### src/verilog/crypto_target_pkg.sv
// Shared widths, typedefs and localparams for the crypto target
// Host bus request and cipher job structs, bank address map
package crypto_target_pkg;

    // Cipher and pipeline sizing
    localparam int NUM_ROUNDS     = 8;                         // One round per stage
    localparam int ROT_AMT        = 3;                         // Round rotation
    localparam int FLIGHT_W       = $clog2(NUM_ROUNDS + 1);    // Counts 0..NUM_ROUNDS

    // Host bus behaviour
    localparam int RD_HOLD_CYCLES = 3;                         // OE stretch after rd_n rises

    // Address map, bit 8 picks the input bank
    localparam int ADDR_SEL_BIT   = 8;
    localparam int IN_BANK_BYTES  = 16;                        // 0x100..0x10F, pt then key
    localparam int OUT_BANK_BYTES = 8;                         // 0x000..0x007, ciphertext
    localparam int IN_IDX_W       = $clog2(IN_BANK_BYTES);
    localparam int OUT_IDX_W      = $clog2(OUT_BANK_BYTES);

    typedef logic [8:0]          bus_addr_t;                   // Host address
    typedef logic [7:0]          bus_data_t;                   // Host data byte
    typedef logic [31:0]         word_t;                       // Cipher half-block
    typedef logic [63:0]         block_t;                      // Byte 0 is the LSB
    typedef logic [63:0]         key_t;
    typedef logic [FLIGHT_W-1:0] flight_cnt_t;                 // Jobs in flight

    // One host request as seen on a clock edge
    typedef struct packed {
        bus_addr_t addr;
        bus_data_t wdata;
        logic      rd;                                         // Active high read
        logic      wr;                                         // Active high write
    } bus_req_t;

    // Job moving down the pipeline, key travels with it
    typedef struct packed {
        logic   valid;
        block_t state;
        key_t   key;
    } cipher_job_t;

endpackage

### src/verilog/target_bus.sv
// Host bus front end
// Turns active-low strobes into a request, registers read data, stretches OE
`timescale 1ns/1ps

module target_bus
    import crypto_target_pkg::*;
(
    input  logic      clk_buf,
    input  logic      rst,
    input  bus_addr_t addr,                 // Host address
    input  bus_data_t data_in,              // Write data from host
    input  logic      rd_n,                 // Low while host reads
    input  logic      wr_n,                 // Low while host writes
    input  bus_data_t rdata,                // Read mux result from banks
    output bus_req_t  req,                  // Request seen at this edge
    output bus_data_t data_out,             // Registered read data
    output logic      data_oe               // Board wrapper drives bus when high
);

    logic [RD_HOLD_CYCLES-1:0] rd_hold;     // Recent read history

    // Request built straight from pins, regs act on it at the edge
    always_comb begin
        req.addr  = addr;
        req.wdata = data_in;
        req.rd    = ~rd_n;
        req.wr    = ~wr_n;
    end

    // Read data lands one cycle after the rd_n-low sample
    always_ff @(posedge clk_buf) begin
        if (rst) begin
            data_out <= '0;
        end else if (req.rd) begin
            data_out <= rdata;              // Latch byte for this address
        end
    end

    // Shift in the read strobe so OE outlives rd_n
    always_ff @(posedge clk_buf) begin
        if (rst) begin
            rd_hold <= '0;
        end else begin
            rd_hold <= {rd_hold[RD_HOLD_CYCLES-2:0], req.rd};
        end
    end

    // High during read and for RD_HOLD_CYCLES after it ends
    assign data_oe = req.rd | (|rd_hold);

    // Host must never read and write in the same cycle
    a_no_rd_wr_overlap : assert property (
        @(posedge clk_buf) disable iff (rst)
        !(req.rd && req.wr)
    ) else $error("FAILED %0t: rd_n and wr_n both low", $time);

endmodule

### src/verilog/target_regs.sv
// Input and output register banks
// Address decode, read mux, job launch on trigger, ciphertext capture
`timescale 1ns/1ps

module target_regs
    import crypto_target_pkg::*;
(
    input  logic        clk_buf,
    input  logic        rst,
    input  bus_req_t    req,                // Host request this edge
    input  logic        trigger,            // One-cycle start strobe
    input  cipher_job_t job_out,            // Job leaving the last stage
    output bus_data_t   rdata,              // Byte at req.addr
    output cipher_job_t job_in              // Job entering the pipeline
);

    bus_data_t [IN_BANK_BYTES-1:0]  in_bank;    // Plaintext low 8, key high 8
    bus_data_t [OUT_BANK_BYTES-1:0] out_bank;   // Last ciphertext

    logic                    sel_in;            // Section bit
    logic [ADDR_SEL_BIT-1:0] offset;            // Address within section
    logic                    in_hit;
    logic                    out_hit;

    // Decode by section bit and range
    assign sel_in  = req.addr[ADDR_SEL_BIT];
    assign offset  = req.addr[ADDR_SEL_BIT-1:0];
    assign in_hit  = sel_in && (offset < IN_BANK_BYTES);
    assign out_hit = !sel_in && (offset < OUT_BANK_BYTES);

    // Input bank, host writable only
    always_ff @(posedge clk_buf) begin
        if (rst) begin
            in_bank <= '0;
        end else if (req.wr && in_hit) begin
            in_bank[offset[IN_IDX_W-1:0]] <= req.wdata;
        end
    end

    // Output bank, loaded by each finished job
    always_ff @(posedge clk_buf) begin
        if (rst) begin
            out_bank <= '0;
        end else if (job_out.valid) begin
            out_bank <= job_out.state;
        end
    end

    // Read mux, unmapped space reads zero
    always_comb begin
        if (in_hit) begin
            rdata = in_bank[offset[IN_IDX_W-1:0]];
        end else if (out_hit) begin
            rdata = out_bank[offset[OUT_IDX_W-1:0]];
        end else begin
            rdata = '0;
        end
    end

    // Snapshot of the bank goes in with the trigger
    always_comb begin
        job_in.valid = trigger;
        job_in.state = in_bank[7:0];                            // Plaintext bytes 0..7
        job_in.key   = in_bank[IN_BANK_BYTES-1:8];              // Key bytes 8..15
    end

endmodule

### src/verilog/arx_round.sv
// One registered ARX round stage
// Round key is the carried key rotated by 8*ROUND, low word XOR ROUND
`timescale 1ns/1ps

module arx_round
    import crypto_target_pkg::*;
#(
    parameter int ROUND = 0                 // Round index
) (
    input  logic        clk_buf,
    input  logic        rst,
    input  cipher_job_t job_d,              // Job from previous stage
    output cipher_job_t job_q               // Job after this round
);

    localparam int KEY_ROT = (8 * ROUND) % 64;  // Wraps for any ROUND

    key_t   key_rot;
    word_t  round_key;
    word_t  l_in;
    word_t  r_in;
    word_t  r_mix;                          // (R <<< ROT_AMT) + R
    block_t state_next;

    logic   valid_q;
    block_t state_q;
    key_t   key_q;

    assign key_rot   = (job_d.key << KEY_ROT) | (job_d.key >> (64 - KEY_ROT));
    assign round_key = key_rot[31:0] ^ word_t'(ROUND);

    assign l_in  = job_d.state[63:32];
    assign r_in  = job_d.state[31:0];
    assign r_mix = ((r_in << ROT_AMT) | (r_in >> (32 - ROT_AMT))) + r_in;    // Mod 2^32

    // New L is old R, new R mixes in the round function
    assign state_next = {r_in, l_in ^ (r_mix ^ round_key)};

    always_ff @(posedge clk_buf) begin
        if (rst) begin
            valid_q <= 1'b0;
        end else begin
            valid_q <= job_d.valid;
        end
    end

    // Payload only loads with a real job
    always_ff @(posedge clk_buf) begin
        if (job_d.valid) begin
            state_q <= state_next;
            key_q   <= job_d.key;           // Key rides along unchanged
        end
    end

    assign job_q = '{valid: valid_q, state: state_q, key: key_q};

endmodule

### src/verilog/arx_pipeline.sv
// Chain of NUM_ROUNDS cipher stages
// In-flight job counter driving the scope capture trigger
`timescale 1ns/1ps

module arx_pipeline
    import crypto_target_pkg::*;
(
    input  logic        clk_buf,
    input  logic        rst,
    input  cipher_job_t job_in,             // New job, valid on trigger
    output cipher_job_t job_out,            // Finished job
    output logic        capture_trig        // High while any job is in flight
);

    cipher_job_t stage [NUM_ROUNDS+1];      // stage[i] feeds round i
    flight_cnt_t in_flight;

    assign stage[0] = job_in;

    for (genvar g = 0; g < NUM_ROUNDS; g++) begin : g_round
        arx_round #(
            .ROUND (g)
        ) round_inst (
            .clk_buf (clk_buf),
            .rst     (rst),
            .job_d   (stage[g]),
            .job_q   (stage[g+1])
        );
    end

    assign job_out = stage[NUM_ROUNDS];

    // Up when a job enters, down when the output bank stores one
    always_ff @(posedge clk_buf) begin
        if (rst) begin
            in_flight <= '0;
        end else begin
            case ({job_in.valid, job_out.valid})
                2'b10:   in_flight <= in_flight + 1'b1;
                2'b01:   in_flight <= in_flight - 1'b1;
                default: in_flight <= in_flight;        // Both or neither
            endcase
        end
    end

    assign capture_trig = (in_flight != '0);

    // With no back-pressure the stages bound the count
    a_flight_bound : assert property (
        @(posedge clk_buf) disable iff (rst)
        in_flight <= flight_cnt_t'(NUM_ROUNDS)
    ) else $error("FAILED %0t: %0d jobs in flight", $time, in_flight);

endmodule

### src/verilog/crypto_target_top.sv
// Crypto target top level
// Host bus front end, register banks and ARX pipeline
`timescale 1ns/1ps

module crypto_target_top
    import crypto_target_pkg::*;
(
    input  logic      clk_buf,
    input  logic      rst,
    input  bus_addr_t addr,
    input  bus_data_t data_in,
    input  logic      rd_n,
    input  logic      wr_n,
    input  logic      trigger,              // Start encryption
    output bus_data_t data_out,
    output logic      data_oe,
    output logic      capture_trig          // Scope framing
);

    bus_req_t    req;
    bus_data_t   rdata;
    cipher_job_t job_in;
    cipher_job_t job_out;

    target_bus bus_inst (
        .clk_buf  (clk_buf),
        .rst      (rst),
        .addr     (addr),
        .data_in  (data_in),
        .rd_n     (rd_n),
        .wr_n     (wr_n),
        .rdata    (rdata),
        .req      (req),
        .data_out (data_out),
        .data_oe  (data_oe)
    );

    target_regs regs_inst (
        .clk_buf (clk_buf),
        .rst     (rst),
        .req     (req),
        .trigger (trigger),
        .job_out (job_out),
        .rdata   (rdata),
        .job_in  (job_in)
    );

    arx_pipeline pipe_inst (
        .clk_buf      (clk_buf),
        .rst          (rst),
        .job_in       (job_in),
        .job_out      (job_out),
        .capture_trig (capture_trig)
    );

endmodule

### config.mk
export PLATFORM = sky130hd
export DESIGN_NAME = crypto_target_top
export DESIGN_NICKNAME = d
export VERILOG_FILES = /design/src/verilog/crypto_target_pkg.sv /design/src/verilog/target_bus.sv /design/src/verilog/target_regs.sv /design/src/verilog/arx_round.sv /design/src/verilog/arx_pipeline.sv /design/src/verilog/crypto_target_top.sv
export SDC_FILE = /design/constraint.sdc
export NUM_CORES = 2
export LEC_CHECK = 0
export BUFFER_PORTS_ARGS = -buffer_cell sky130_fd_sc_hd__buf_2
export CAP_MARGIN = 30
export CORE_MARGIN = 5
export CORE_UTILIZATION = 58
export DETAILED_ROUTE_END_ITERATION = 8
export PLACE_DENSITY = 0.77
export SLEW_MARGIN = 10
export SYNTH_ARGS = -nofsm -noshare
export SYNTH_HDL_FRONTEND = slang
export SYNTH_SLANG_ARGS = --single-unit
### constraint.sdc
create_clock -name clk_buf -period 3.6 [get_ports clk_buf]
set_input_delay 0.72 -clock clk_buf [delete_from_list [all_inputs] [get_ports clk_buf]]
set_output_delay 0.72 -clock clk_buf [all_outputs]
set_load 0.05 [all_outputs]
==> metrics.md <==
| Metric | Value |
|---|---|
| Outcome | `finished, final reports clean` |
| Asr flop ratio synth | `0%` |
| Hold Path Class | `in2reg` |
| Die width | `just over 300 um` |
| Largest net degree at the start of global routing | `127` |
| Vias | `approximately 31000` |
| CTS HTree Levels | `3` |
| Synthesized cell area | `between 50000 and 60000 um^2` |
| Overall die height | `roughly 310 um` |
| M1 GR Usage | `about a third` |
| Slowest cell on crit path | `edfxtp_1` |
| Synth Net Count | `roughly 4200` |
| Post-synth top cells | `edfxtp_1, xnor2_1, nor2_1, ha_1, dfxtp_1` |
| First-pass GRT wire length | `between 150 and 200 mm` |
| Detailed Routing Iterations Pass 1 | `5` |
| Vias in the first global route | `approximately 31000` |
| Worst Clk Skew | `~26 ps` |
| Core ar. | `roughly 90000 um^2` |
| Arrival time of the worst setup path | `3940 ps` |
| CP Cell Sequence | `ha_1, a21o_1, a21o_1, a21o_1, a31o_2, a221o_1, a311oi_2, buf_4, o31a_1, or3_1, a31oi_1, xnor2_2` |
| Mapped Cells | `3900` |
| Top Usage Layer GRT | `met2` |
| TritonCTS Sinks | `around 1100` |
| Post-Syn Area per Cell | `~13 um^2` |
| Post-synth cell types | `75` |
| # IOs | `32` |
| Initial Util | `58.2%` |
| Final hold viol count | `0` |
| Final hold slack | `395 ps` |
| Minimum clock period | `3480 ps` |
| Wire per inst | `between 20 and 25 um` |
| Fin crit share | `96.6%` |
| DRT antenna net count | `0` |
| Finish-stage setup viols | `0` |
| Area Overhead vs Synth | `11.6%` |
| Slew Limit Fails | `0` |
| Area of the multi-input gates | `roughly 21000 um^2` |
| Post-synth EDFFs | `880` |
| Max_slew headroom | `roughly two fifths` |
| Core Util, Final | `65.0%` |
| Fin nets | `4328` |
| Critical setup path kind | `reg2reg` |
| Met2 Usage GRT | `between 40% and 50%` |
| Inserted Diodes | `0` |
| Most frequent cell on the critical path | `a21o_1` |
| CP Data Required Time | `4070 ps` |
| Detailed placement HPWL | `99.6 mm` |
| Leak | `0.0216 uW` |
| CTS Buf Count | `110` |
| Top_reg_cell synth | `edfxtp_1` |
| Yosys top cell area share | `50.6%` |
| Peak VDD IR | `roughly 0.37 mV` |
| Routed vias/inst | `5.91` |
| #FFs+latches synth | `1095` |
| Crit Path Max Fanout | `4` |
| CP bufs+invs | `1` |
| Delay-heaviest family, CP | `compound AO/OA/AOI/OAI gates` |
| CP max stage delay | `510 ps` |
| Tightest Pin Transition | `883 ps` |
| Max clock buf depth | `3` |
| Fmax | `0.288 GHz` |
| Detailed Route Iter0 Violations | `3030` |
| Number of max-cap violations | `0` |
| Most common cell in the netlist | `edfxtp_1` |
| Met3 usage | `a little over 4%` |
| Power Density | `484 nW/um^2` |
| CTS clk-pin slew, worst paths | `60 ps` |
| CTS tree | `yes` |
| CTS root buf | `clkbuf_16` |
| Startpoint Class | `flip-flop` |
| Post-route DRC violation count | `0` |
| Input/output buffers | `31` |
| Total power | `28200 uW` |
| Register area share after synthesis | `58.8%` |
| Top cells by area, synth | `edfxtp_1, xnor2_1, dfxtp_1` |
| Synth warn | `0` |
| Cell taking the most area after synthesis | `edfxtp_1` |
| Antenna violations before repair | `0` |
| Clk_lat worst skew | `around 700 ps` |
| Row Count | `110` |
| Die area | `96100 um^2` |
| Crit end category | `flip-flop` |
| Gr ovfl total | `0` |
| Sequential cell area | `30800 um^2` |
| Layout cells sized above 1 | `10.4%` |
| Routed WL | `132 mm` |
| FILL cells | `6524` |
| GRT Total Usage | `a little over a quarter` |
| Gp weighted congestion | `roughly 0.95` |
==> final timing paths <==
check / from / end / slack, ps / cells after the start
hold / removal: trigger / pipe_inst.g_round[0].round_inst.state_q[19]$_DFFE_PP_ / 390 / 1
setup reg to reg: pipe_inst.g_round[4].round_inst.state_q[30]$_DFFE_PP_ / pipe_inst.g_round[5].round_inst.state_q[31]$_DFFE_PP_ / 120 / 12
hold reg to reg: pipe_inst.g_round[0].round_inst.key_q[35]$_DFFE_PP_ / pipe_inst.g_round[1].round_inst.key_q[35]$_DFFE_PP_ / 410 / 0
setup / recovery: pipe_inst.g_round[4].round_inst.state_q[30]$_DFFE_PP_ / pipe_inst.g_round[5].round_inst.state_q[31]$_DFFE_PP_ / 120 / 12
==> cells in the final DEF (no fill, tap or decap), drive strengths merged, types with 9 or more instances in the layout <==
cell type	n
inv	89
and3	22
o21bai	27
and2	14
nand3	55
o22ai	12
fa	9
a31o	11
xnor2	637
clkbuf	134
nor2	305
nor2b	37
mux2i	210
nor3	31
a31oi	24
xor2	118
bufinv	12
nand4	26
dfxtp	215
edfxtp	880
clkinv	48
or2	15
mux4	56
a21o	149
o31ai	17
nand2	130
nand2b	33
a21oi	203
or3	13
a211oi	11
o21ai	97
buf	122
ha	251
o21a	9
==> cell families (layout without fill, tap and decap cells) <==
group,count (synthesis),in the layout,synth area share [%]
flip-flops,1095,1095,58.8
XOR/XNOR,755,755,12.7
AND/OR/NAND/NOR,711,711,6.34
AO/OA/AOI/OAI,647,647,8.15
multiplexers,266,266,6.44
adder cells (fa/ha/maj),260,260,6.36
buffers and inverters,166,407,1.21
==> stage by stage <==
stage	TNS, ps	std cells	setup slack, ps	instance area [um^2]
floorplan	0	3900	16.1	52200
global placement	-406	5100	-167	54300
detailed placement	-567	5101	-235	54300
CTS	0	5310	7.62	58100
global route	-12.5	5317	-12.5	58300
finish	0	5317	123	58300
==> timing repair <==
item / CTS / global route
buffers inserted: 2 / 7
gates resized for setup: 7 / 31
hold buffers: 0 / 0
gates cloned: 0 / 0
pin swaps: 1 / 11
endpoints found under the setup margin: 4 / 32
==> state kept, by name, indices dropped and copies added, names as in the netlist <==
name	count
pipe_inst.g_round.round_inst.state_q	512
regs_inst.job_in	128
pipe_inst.g_round.round_inst.valid_q	8
bus_inst.data_out	8
pipe_inst.g_round.round_inst.key_q	368
regs_inst.out_bank	64
pipe_inst.in_flight	4
bus_inst.rd_hold	3
==> per-layer routing <==
metal / vias up / wire, um
met3: 343 / 7300
met5: - / 0
li1: 14700 / -
met4: 0 / 7550
met1: 15300 / 52300
met2: 1121 / 64600
==> where the power goes <==
part	internal (uW)	switching, uW	leakage [uW]
Clock	6710	4950	0.00184
Combinational	978	1310	0.00987
Sequential	14000	268	0.00993
Total	21700	6530	0.0216
==> worst register-to-register path, stage by stage, from the launching register on <==
cell and delay [ps]:
edfxtp_1 510, ha_1 330, a21o_1 180, a21o_1 190, a21o_1 190, a31o_2 270
a221o_1 350, a311oi_2 260, buf_4 170, o31a_1 190, or3_1 130, a31oi_1 150
xnor2_2 330
==> layout make-up <==
type | instances | area share [%]
clock buffers | 134 | 5.00
clock inverters | 73 | 1.41
inverters | 78 | 0.502
multi-input cells | 2639 | 36.1
flip-flops and latches | 1095 | 52.8
well taps | 1176 | 2.52
repair buffers | 122 | 1.71
Note: power is estimated with default switching activity, not from simulation.
